File: src/design/uart_dbg_pkg.sv
`default_nettype none

package uart_dbg_pkg;

  ////////////////////////////////////////
  // Vector types
  ////////////////////////////////////////

  typedef logic [7:0] byte_t;
  typedef logic [7:0] mem_addr_t;
  typedef logic [7:0] len_t;

  // UART bit time in clock cycles
  localparam int unsigned CLKS_PER_BIT = 8;
  localparam int unsigned BAUD_CNT_W   = $clog2(CLKS_PER_BIT);

  typedef logic [BAUD_CNT_W-1:0] baud_cnt_t;

  localparam baud_cnt_t BAUD_LAST = baud_cnt_t'(CLKS_PER_BIT - 1);
  localparam baud_cnt_t BAUD_HALF = baud_cnt_t'(CLKS_PER_BIT / 2 - 1);

  ////////////////////////////////////////
  // Debug protocol
  ////////////////////////////////////////

  localparam byte_t CMD_READ  = 8'h11;
  localparam byte_t CMD_WRITE = 8'h12;
  localparam byte_t CMD_EXEC  = 8'h13;
  localparam byte_t RSP_ACK   = 8'h06;
  localparam byte_t RSP_EOT   = 8'h04;

  localparam int unsigned MEM_DEPTH = 256;

  typedef enum logic [2:0] {
    ST_IDLE,
    ST_ADDR,
    ST_LEN,
    ST_ACK,
    ST_XFER,
    ST_EOT
  } engine_state_t;

endpackage

`default_nettype wire

File: src/design/mem_port_if.sv
`timescale 1ns/1ns
`default_nettype none

interface mem_port_if;
  import uart_dbg_pkg::*;

  logic      en;
  logic      we;
  mem_addr_t addr;
  byte_t     wdata;
  byte_t     rdata;

  // Command engine side
  modport master (
    output en, we, addr, wdata,
    input  rdata
  );

  // Memory side
  modport slave (
    input  en, we, addr, wdata,
    output rdata
  );

endinterface

`default_nettype wire

File: src/design/uart_rx.sv
`timescale 1ns/1ns
`default_nettype none

module uart_rx (
  input  logic                clk,
  input  logic                rst_n_i,
  input  logic                rx_i,
  output logic                rx_valid_o,
  output uart_dbg_pkg::byte_t rx_data_o,
  input  logic                rx_ready_i
);
  import uart_dbg_pkg::*;

  typedef enum logic [1:0] {RX_IDLE, RX_START, RX_DATA, RX_STOP} rx_state_t;

  rx_state_t state_q;
  logic      rx_meta_q;
  logic      rx_sync_q;
  logic      rx_prev_q;
  baud_cnt_t baud_cnt_q;
  logic      bit_tick;
  logic [2:0] bit_idx_q;
  byte_t     shift_q;

  // Two-flop synchronizer plus a delayed copy for the start edge
  always_ff @(posedge clk) begin
    if (!rst_n_i) begin
      rx_meta_q <= 1'b1;
      rx_sync_q <= 1'b1;
      rx_prev_q <= 1'b1;
    end else begin
      rx_meta_q <= rx_i;
      rx_sync_q <= rx_meta_q;
      rx_prev_q <= rx_sync_q;
    end
  end

  assign bit_tick = (baud_cnt_q == BAUD_LAST);

  always_ff @(posedge clk) begin
    if (!rst_n_i) begin
      state_q    <= RX_IDLE;
      baud_cnt_q <= '0;
      bit_idx_q  <= '0;
      rx_valid_o <= 1'b0;
    end else begin
      if (rx_valid_o && rx_ready_i) begin
        rx_valid_o <= 1'b0;
      end
      baud_cnt_q <= baud_cnt_q + baud_cnt_t'(1);
      case (state_q)
        RX_IDLE: begin
          baud_cnt_q <= '0;
          if (rx_prev_q && !rx_sync_q) begin
            state_q <= RX_START;
          end
        end
        RX_START: begin
          // Recheck the start bit at its middle to reject glitches
          if (baud_cnt_q == BAUD_HALF) begin
            baud_cnt_q <= '0;
            bit_idx_q  <= '0;
            state_q    <= rx_sync_q ? RX_IDLE : RX_DATA;
          end
        end
        RX_DATA: begin
          if (bit_tick) begin
            baud_cnt_q <= '0;
            bit_idx_q  <= bit_idx_q + 3'd1;
            if (bit_idx_q == 3'd7) begin
              state_q <= RX_STOP;
            end
          end
        end
        RX_STOP: begin
          // A low stop bit drops the frame; a new byte overwrites an untaken one
          if (bit_tick) begin
            state_q <= RX_IDLE;
            if (rx_sync_q) begin
              rx_valid_o <= 1'b1;
            end
          end
        end
        default: state_q <= RX_IDLE;
      endcase
    end
  end

  // LSB first, so shift in from the top
  always_ff @(posedge clk) begin
    if (state_q == RX_DATA && bit_tick) begin
      shift_q <= {rx_sync_q, shift_q[7:1]};
    end
    if (state_q == RX_STOP && bit_tick && rx_sync_q) begin
      rx_data_o <= shift_q;
    end
  end

endmodule

`default_nettype wire

File: src/design/uart_tx.sv
`timescale 1ns/1ns
`default_nettype none

module uart_tx (
  input  logic                clk,
  input  logic                rst_n_i,
  input  logic                tx_valid_i,
  input  uart_dbg_pkg::byte_t tx_data_i,
  output logic                tx_ready_o,
  output logic                tx_o
);
  import uart_dbg_pkg::*;

  logic       busy_q;
  logic [9:0] frame_q;
  baud_cnt_t  baud_cnt_q;
  logic [3:0] bit_cnt_q;

  assign tx_ready_o = !busy_q;

  // Frame register shifts in ones, so the line rests high when idle
  assign tx_o = frame_q[0];

  always_ff @(posedge clk) begin
    if (!rst_n_i) begin
      busy_q     <= 1'b0;
      frame_q    <= '1;
      baud_cnt_q <= '0;
      bit_cnt_q  <= '0;
    end else if (!busy_q) begin
      if (tx_valid_i) begin
        // Stop, data LSB first, start
        frame_q    <= {1'b1, tx_data_i, 1'b0};
        busy_q     <= 1'b1;
        baud_cnt_q <= '0;
        bit_cnt_q  <= '0;
      end
    end else begin
      if (baud_cnt_q == BAUD_LAST) begin
        baud_cnt_q <= '0;
        frame_q    <= {1'b1, frame_q[9:1]};
        if (bit_cnt_q == 4'd9) begin
          busy_q <= 1'b0;
        end else begin
          bit_cnt_q <= bit_cnt_q + 4'd1;
        end
      end else begin
        baud_cnt_q <= baud_cnt_q + baud_cnt_t'(1);
      end
    end
  end

endmodule

`default_nettype wire

File: src/design/dbg_mem.sv
`timescale 1ns/1ns
`default_nettype none

module dbg_mem (
  input  logic       clk,
  mem_port_if.slave  mem
);
  import uart_dbg_pkg::*;

  byte_t ram_q [MEM_DEPTH];

  // Single port; a read returns its byte on the next cycle
  always_ff @(posedge clk) begin
    if (mem.en) begin
      if (mem.we) begin
        ram_q[mem.addr] <= mem.wdata;
      end else begin
        mem.rdata <= ram_q[mem.addr];
      end
    end
  end

endmodule

`default_nettype wire

File: src/design/dbg_cmd_engine.sv
`timescale 1ns/1ns
`default_nettype none

module dbg_cmd_engine (
  input  logic                    clk,
  input  logic                    rst_n_i,
  input  logic                    rx_valid_i,
  input  uart_dbg_pkg::byte_t     rx_data_i,
  output logic                    rx_ready_o,
  output logic                    tx_valid_o,
  output uart_dbg_pkg::byte_t     tx_data_o,
  input  logic                    tx_ready_i,
  mem_port_if.master              mem,
  output logic                    exec_valid_o,
  output uart_dbg_pkg::mem_addr_t exec_addr_o
);
  import uart_dbg_pkg::*;

  engine_state_t state_q;
  byte_t         cmd_q;
  mem_addr_t     addr_q;
  len_t          rem_q;
  logic          rd_pend_q;  // rdata holds the byte at addr_q
  logic          rx_fire;
  logic          tx_fire;
  logic          is_read;
  logic          step;

  assign rx_fire = rx_valid_i && rx_ready_o;
  assign tx_fire = tx_valid_o && tx_ready_i;
  assign is_read = (cmd_q == CMD_READ);

  // One data byte moved in the transfer loop
  assign step = (state_q == ST_XFER) && (is_read ? tx_fire : rx_fire);

  ////////////////////////////////////////
  // Handshakes and memory port
  ////////////////////////////////////////

  always_comb begin
    rx_ready_o = 1'b0;
    tx_valid_o = 1'b0;
    tx_data_o  = RSP_ACK;
    mem.en     = 1'b0;
    mem.we     = 1'b0;
    case (state_q)
      ST_IDLE, ST_ADDR, ST_LEN: rx_ready_o = 1'b1;
      ST_ACK: tx_valid_o = 1'b1;
      ST_XFER: begin
        if (is_read) begin
          // Fetch first, then offer rdata until the transmitter takes it
          mem.en     = !rd_pend_q;
          tx_valid_o = rd_pend_q;
          tx_data_o  = mem.rdata;
        end else begin
          rx_ready_o = 1'b1;
          mem.en     = rx_valid_i;
          mem.we     = rx_valid_i;
        end
      end
      ST_EOT: begin
        tx_valid_o = 1'b1;
        tx_data_o  = RSP_EOT;
      end
      default: ;
    endcase
  end

  assign mem.addr  = addr_q;
  assign mem.wdata = rx_data_i;

  // Pulse in the cycle the exec ACK goes to the transmitter
  assign exec_valid_o = (state_q == ST_ACK) && (cmd_q == CMD_EXEC) && tx_ready_i;

  ////////////////////////////////////////
  // Protocol FSM
  ////////////////////////////////////////

  always_ff @(posedge clk) begin
    if (!rst_n_i) begin
      state_q     <= ST_IDLE;
      rd_pend_q   <= 1'b0;
      exec_addr_o <= '0;
    end else begin
      case (state_q)
        ST_IDLE: begin
          if (rx_fire) begin
            case (rx_data_i)
              CMD_READ, CMD_WRITE, CMD_EXEC: state_q <= ST_ADDR;
              RSP_ACK: state_q <= ST_ACK;
              default: ;
            endcase
          end
        end
        ST_ADDR: begin
          if (rx_fire) begin
            if (cmd_q == CMD_EXEC) begin
              exec_addr_o <= rx_data_i;
              state_q     <= ST_ACK;
            end else begin
              state_q <= ST_LEN;
            end
          end
        end
        ST_LEN: begin
          if (rx_fire) begin
            state_q <= ST_ACK;
          end
        end
        ST_ACK: begin
          // Challenge and exec end with the ACK
          if (tx_fire) begin
            if (cmd_q == RSP_ACK || cmd_q == CMD_EXEC) begin
              state_q <= ST_IDLE;
            end else if (rem_q == '0) begin
              state_q <= ST_EOT;
            end else begin
              state_q <= ST_XFER;
            end
          end
        end
        ST_XFER: begin
          if (is_read && !rd_pend_q) begin
            rd_pend_q <= 1'b1;
          end
          if (step) begin
            rd_pend_q <= 1'b0;
            if (rem_q == len_t'(1)) begin
              state_q <= ST_EOT;
            end
          end
        end
        ST_EOT: begin
          if (tx_fire) begin
            state_q <= ST_IDLE;
          end
        end
        default: state_q <= ST_IDLE;
      endcase
    end
  end

  // Command, address and byte count
  always_ff @(posedge clk) begin
    if (state_q == ST_IDLE && rx_fire) begin
      cmd_q <= rx_data_i;
    end
    if (state_q == ST_ADDR && rx_fire) begin
      addr_q <= rx_data_i;
    end
    if (state_q == ST_LEN && rx_fire) begin
      rem_q <= rx_data_i;
    end
    // Address wraps at the top of memory
    if (step) begin
      addr_q <= addr_q + mem_addr_t'(1);
      rem_q  <= rem_q - len_t'(1);
    end
  end

endmodule

`default_nettype wire

File: src/design/uart_dbg_top.sv
`timescale 1ns/1ns
`default_nettype none

module uart_dbg_top (
  input  logic                    clk,
  input  logic                    rst_n_i,
  input  logic                    uart_rx_i,
  output logic                    uart_tx_o,
  output logic                    exec_valid_o,
  output uart_dbg_pkg::mem_addr_t exec_addr_o
);
  import uart_dbg_pkg::*;

  // Received byte stream
  logic  rx_valid;
  byte_t rx_data;
  logic  rx_ready;

  // Transmitted byte stream
  logic  tx_valid;
  byte_t tx_data;
  logic  tx_ready;

  mem_port_if mem_bus ();

  uart_rx i_uart_rx (
    .clk        (clk),
    .rst_n_i    (rst_n_i),
    .rx_i       (uart_rx_i),
    .rx_valid_o (rx_valid),
    .rx_data_o  (rx_data),
    .rx_ready_i (rx_ready)
  );

  uart_tx i_uart_tx (
    .clk        (clk),
    .rst_n_i    (rst_n_i),
    .tx_valid_i (tx_valid),
    .tx_data_i  (tx_data),
    .tx_ready_o (tx_ready),
    .tx_o       (uart_tx_o)
  );

  dbg_mem i_dbg_mem (
    .clk (clk),
    .mem (mem_bus.slave)
  );

  dbg_cmd_engine i_dbg_cmd_engine (
    .clk          (clk),
    .rst_n_i      (rst_n_i),
    .rx_valid_i   (rx_valid),
    .rx_data_i    (rx_data),
    .rx_ready_o   (rx_ready),
    .tx_valid_o   (tx_valid),
    .tx_data_o    (tx_data),
    .tx_ready_i   (tx_ready),
    .mem          (mem_bus.master),
    .exec_valid_o (exec_valid_o),
    .exec_addr_o  (exec_addr_o)
  );

endmodule

`default_nettype wire

File: config.mk
export PLATFORM = sky130hd
export DESIGN_NAME = uart_dbg_top
export DESIGN_NICKNAME = d
export VERILOG_FILES = /design/src/design/uart_dbg_pkg.sv /design/src/design/mem_port_if.sv /design/src/design/uart_rx.sv /design/src/design/uart_tx.sv /design/src/design/dbg_mem.sv /design/src/design/dbg_cmd_engine.sv /design/src/design/uart_dbg_top.sv
export SDC_FILE = /design/constraint.sdc
export NUM_CORES = 2
export LEC_CHECK = 0
export ABC_AREA = 1
export BUFFER_PORTS_ARGS = -buffer_cell sky130_fd_sc_hd__buf_2
export CAP_MARGIN = 20
export CORE_ASPECT_RATIO = 1.75
export CORE_MARGIN = 5
export CORE_UTILIZATION = 50
export CTS_CLUSTER_DIAMETER = 120
export DETAILED_ROUTE_END_ITERATION = 6
export GPL_TIMING_DRIVEN = 0
export PLACE_DENSITY = 0.77
export SLEW_MARGIN = 20
export SYNTH_ARGS = -nofsm -noshare
export SYNTH_HDL_FRONTEND = slang
export SYNTH_HIERARCHICAL = 1
export SYNTH_SLANG_ARGS = --single-unit
File: constraint.sdc
create_clock -name clk -period 3.3 [get_ports clk]
set_input_delay 0.165 -clock clk [delete_from_list [all_inputs] [get_ports clk]]
set_output_delay 0.165 -clock clk [all_outputs]
set_load 0.05 [all_outputs]
**Word-level counts from Yosys, hierarchy flattened**

Memory sizes are Yosys's and may differ from the RTL's. A register that Yosys moved wholly into a read port is not among the register bits.
Cells that the tools add are included.

- Bits in writable memories: 2048
- Bits in read-only memories: 0
- Memories kept: 1
- Latch bits: 0
- Bits of input ports: 3
- Register bits: 82

- Order comparisons: 0
- Shifts and indexed selects: 0
- Reductions and logical operators: 36
- Equality and inequality tests: 36
- $add $sub $neg: 6
- Multiplexer cells: 63
- Bitwise operators: 1
- Multiply operators: 0
- Divide/modulo/power cells: 0

Memories:

| memory | depth | width | read ports | clocked after Yosys merged registers in | write ports | RTL line | source |
|---|---|---|---|---|---|---|---|
| i_dbg_mem.ram_q | 256 | 8 | 1 | 1 | 1 | dbg_mem.sv:10 | `byte_t ram_q [MEM_DEPTH];` |

Operators with widths:

| cell | count |
|---|---|
| $mux W3 | 15 |
| $eq A8 B5 Y1 const B | 5 |
| $mux W8 | 5 |
| $mux W10 | 3 |
| $mux W1 | 22 |
| $ne A2 B1 Y1 const B | 11 |
| $pmux W3 S6 | 1 |
| $eq A8 B3 Y1 const B | 2 |
| $mux W4 | 4 |
| $pmux W8 S2 | 1 |
| $eq A3 B3 Y1 const B | 5 |
| $logic_and A1 B1 Y1 | 13 |
| $mux W2 | 6 |
| $pmux W3 S2 | 2 |
| $reduce_bool A2 Y1 | 5 |
| $add A3 B1 Y3 const B | 3 |
| $eq A3 B2 Y1 const B | 3 |
| $pmux W3 S3 | 1 |
| $reduce_and A3 Y1 | 3 |
| $add A8 B1 Y8 const B | 1 |
| $eq A8 B1 Y1 const B | 1 |
| $logic_not A8 Y1 | 1 |
| $pmux W2 S4 | 1 |
| $reduce_and A8 Y1 | 1 |
| 18 further kinds | 27 |

**Logic depth before layout (Yosys ltp)**

- Depth after elaboration: 8
- Gate-level depth with buffers: 17
- Gate-level depth less buffers: 13

**Cells and area by module**

Netlist, hierarchy kept.

By module, submodules not included:

| module | seq. area each (µm²) | cells an instance | times used | area each (µm²) |
|---|---|---|---|---|
| dbg_mem | 61739.2 | 7960 | 1 | 84835.1 |
| dbg_cmd_engine | 960.9 | 261 | 1 | 2219.6 |
| uart_rx | 720.7 | 98 | 1 | 1103.6 |
| uart_tx | 340.3 | 110 | 1 | 832.0 |

**Worst setup path before layout**

No wires, ideal clock.

- Kind: flip-flop to flip-flop
- Start point: register i_dbg_cmd_engine.state_q[2]
- End point: memory i_dbg_mem/ram_q[96][0] (netlist name), enable pin
- Path buffers: 3
- Arrival time: 2591 ps
- Cell stages (with the launch flop): 14
- Data required time: 2930 ps
- Clock period less this slack: 2961 ps
- Setup slack: 339 ps
- Cell sequence: dfxtp_1 -> nand2_4 -> nor2_8 -> buf_4 -> inv_1 -> nor2_1 -> inv_1 -> o22ai_1 -> nand2_1 -> inv_1 -> clkbuf_1 -> nand4_1 -> clkbuf_1 -> nor2_1

RTL lines:

| item | RTL line | source |
|---|---|---|
| from (decl) | dbg_cmd_engine.sv:19 | `engine_state_t state_q;` |
| from (signal assigned) | dbg_cmd_engine.sv:81 | `state_q <= ST_IDLE;` |
| from (signal assigned) | dbg_cmd_engine.sv:89 | `CMD_READ, CMD_WRITE, CMD_EXEC: state_q <= ST_ADDR;` |
| from (signal assigned) | dbg_cmd_engine.sv:90 | `RSP_ACK: state_q <= ST_ACK;` |
| $eq A3 B3 Y1 | dbg_cmd_engine.sv:46 | `case (state_q)` |
| $mux W1 | dbg_cmd_engine.sv:46 |  |
| named net mem_bus.en | mem_port_if.sv:7 | `logic en;` |
| $mux W1 | dbg_mem.sv:14 | `if (mem.en) begin` |
| $mux W1 (not written as such) | dbg_mem.sv:16 | `ram_q[mem.addr] <= mem.wdata;` |
| to (decl) | dbg_mem.sv:10 |  |

The timed path passes the listed nets, and every way through them passes these cells.

**Worst setup path after layout**

- Start point: register i_dbg_cmd_engine.addr_q[5] (netlist: i_dbg_cmd_engine/mem.addr[5])
- End point: memory i_dbg_mem/ram_q[43][5] (netlist name), enable pin

RTL lines:

| item | RTL line | source |
|---|---|---|
| from (decl) | dbg_cmd_engine.sv:21 | `mem_addr_t addr_q;` |
| from (signal assigned) | dbg_cmd_engine.sv:149 | `addr_q <= rx_data_i;` |
| from (signal assigned) | dbg_cmd_engine.sv:156 | `addr_q <= addr_q + mem_addr_t'(1);` |

Straight into the memory's write port.

==> results_dict.tcl <==
set metrics [dict create \
    yosysUniqueCellTypes 42 \
    fin_crit_sh_pct 104 \
    clockRootBuffer "clkbuf_16" \
    synth_seq_cells 2137 \
    synthesis.area_um2 89000 \
    cp.arrival_ns 3.84 \
    async_flop_share_pct 0 \
    r2r_setup_slack_ns -0.12 \
    synth_top_cells_by_area "edfxtp_1 (71%), nand2_1 (20%), nand3_1 (1.7%)" \
    port_buffers 12 \
    finalPower_w 0.0496 \
    vias 62500 \
    avgSynthCellArea_um2 10.6 \
    ys_seq_area_share_pct 71.6 \
    drive_gt1_share_pct 11.0 \
    slowest_delay_ns 0.79 \
    yosysWarnings 6 \
    worst_pin_slew_ns 1.19 \
    worst_ir_drop_vdd_mv 0.416 \
    maxCapViolations 0 \
    post-route-drc-count 2 \
    synth_flop_cell "edfxtp_1" \
    dr.pass1.iters 7 \
    slew_violations 0 \
    cp-end-kind "flip-flop" \
    finalSetupViolCount 136 \
    worstHoldStart "uart_rx_i" \
    crit_required_ns 3.72 \
    synth_commonest_cells "nand2_1 (4770), edfxtp_1 (2096), nor2_1 (394)" \
    r2r-start "i_dbg_cmd_engine/mem.addr[5]" \
    critPathKind "flip-flop to flip-flop" \
    path_cells "inv_1 -> nor2_2 -> nand2_1 -> clkbuf_1 -> nor2_1" \
    maxSlewHeadroom_pct 20.8 \
    first_iter_violations 7490 \
    synthCells 8429 \
    hold_slack_ns 0.173 \
    dp_hpwl_um 192000 \
    dp_cells 10900 \
    synth.largest_area_cell "edfxtp_1" \
    wire_per_inst_um 24.8 \
    grt_pass1_wl_um 396000 \
    min_path_type "input port to flip-flop" \
    worst_slack_ns -0.120 \
    reg2reg_depth 5 \
    clock_skew_ns 0.0374 \
    synth.net_count 8447 \
    fp.dieArea_um2 187000 \
    synth_top_area_share_pct 70.7 \
    cts_tree "yes" \
    fp.dieW_um 329 \
    grt_max_degree 108 \
    htreeDepth 4 \
    rsz0062_at_grt "true" \
    grt_pass1_vias 60900 \
    cts_buffers 181 \
    p_per_area_nw_per_um2 493 \
    wl_um 278000 \
    status "finished, violations left" \
    routabilityCongestion 1.05 \
    violations "DRC, setup timing" \
    antenna_found_initial 9 \
    clkSinkCount 2137 \
    path_clk_slew_ns 0.07 \
    routed_via_density 5.58 \
    synth-edff-count 2096 \
    clock_latency_ns 0.84 \
    cp_slowest_cell "nor2_1" \
    holdPathStages 3 \
    startpoint_type "flip-flop" \
    grt_overflow 0 \
    ios 13 \
    die_h_um 568 \
    nNetsFinal 8713 \
    synth.most_common_cell "nand2_1" \
    path_max_fanout 10 \
    finalHoldViolCount 0 \
    rows 205 \
    clockBufferDepth 4 \
    syn_to_final_growth_pct 13.1 \
    initial_core_util_pct 50.1 \
    track_usage_pct 29.3 \
    coreArea_um2 178000 \
    drtAntennaViolNets 0 \
    stdcell_count 11200 \
    leakage_nw 39.3 \
    r2r_end "i_dbg_mem/ram_q[43][5]" \
    min_to "i_uart_rx/rx_meta_q" \
    clock.fmax_mhz 292 \
    post-route-min-period_ns 3.42 \
]
[kinds of logic after synthesis]
family	count (synthesis)	share of synthesized area [%]
AOI/OAI and AO/OA	185	1.16
DFF	2137	71.6
and+or+nand+nor	5556	24.2
xor gates and xnor gates	12	0.118
buffers and inverters	524	2.70
adders and majority gates	15	0.211
[stage by stage]
step / TNS [ns] / utilization [%] / instance area, um^2 / setup WS, ns
2_1_floorplan: 0 / - / 89000 / 0.339
3_3_place_gp: -4267.07 / 51.8 / 92000 / -2.51
3_5_place_dp: -2604.09 / 52.3 / 93000 / -1.90
4_1_cts: -2.09 / 56.4 / 100000 / -0.147
5_1_grt: -6.78 / 56.6 / 101000 / -0.135
6_report: -3.53 / 56.6 / 101000 / -0.120
[layout by cell type, fill, tap and decap left out, types with 21 or more instances in the layout]
cell and n:
buf_16 28, buf_2 220, nand2_1 4726, nor2_1 174, buf_6 22, buf_4 38, dfxtp_1 40, clkbuf_1 140
buf_1 26, clkinv_2 28, o21ai_1 125, nand2_2 55, nor2_4 131, nand4_1 47, nand3_1 290, edfxtp_1 2096
o21ai_2 21, clkbuf_2 41, inv_1 67, clkinv_1 40, clkbuf_16 189, nor2_2 92
[layer usage]
layer  GRT usage [%]  wire, um
met5               0         9
met1            29.3     81800
met3            5.88     24800
met2            49.2    134000
met4            29.8     37700
[final cells by class]
type	instances	area, um^2
inverters	82	315
diodes	6	15.0
clock buffers	222	4770
clock inverters	91	702
well taps	2380	2980
fillers	13900	77100
repair buffers	85	1350
plain buffers	440	2440
flip-flops and latches	2137	63800
multi-input cells	5768	24300
[worst max-delay path by stage]
stage | cells after the start | end | slack (ns) | from
floorplan | 13 | i_dbg_mem/ram_q[96][0] | 0.34 | i_dbg_cmd_engine/state_q[2]
global placement | 7 | i_dbg_mem/ram_q[148][3] | -2.51 | i_dbg_cmd_engine/mem.addr[2]
detailed placement | 14 | i_dbg_mem/ram_q[225][5] | -1.90 | i_dbg_cmd_engine/state_q[2]
CTS | 14 | i_dbg_mem/mem.rdata[0] | -0.15 | i_dbg_cmd_engine/mem.addr[1]
global route | 5 | i_dbg_mem/ram_q[42][5] | -0.13 | i_dbg_cmd_engine/mem.addr[5]
finish | 5 | i_dbg_mem/ram_q[43][5] | -0.12 | i_dbg_cmd_engine/mem.addr[5]
[state kept, by name (all words and copies together) (netlist names), 4 cells and up, named ones only]
signal,count
i_uart_rx/rx_data_o,8
i_dbg_cmd_engine/cmd_q,8
i_dbg_cmd_engine/exec_addr_o,8
i_uart_tx/frame_q,9
i_dbg_mem/ram_q,2048
i_dbg_mem/mem.rdata,8
i_uart_rx/shift_q,8
i_dbg_cmd_engine/mem.addr,8
i_uart_tx/bit_cnt_q,4
i_dbg_cmd_engine/rem_q,8
[critical path, delay by kind of cell, from the launching register on]
family | cells | cell delay (ns)
buffers and inverters | 2 | 0.61
and+or+nand+nor | 3 | 1.72
DFF | 1 | 0.67
[power breakdown]
| part | switching, W | internal [W] |
|---|---|---|
| combinational | 0.0000328 | 0.0000178 |
| clock | 0.00931 | 0.0110 |
| sequential | 0.00000217 | 0.0293 |
| total | 0.00935 | 0.0403 |
[timing repair]
item	4_1_cts	5_1_grt
gates resized for setup	411	144
hold buffers	2	0
setup endpoints to repair	2056	1632
hold endpoints to repair	33	0
pin swaps	14	3
setup buffers	32	3
Power figures use the tool's default switching activity.
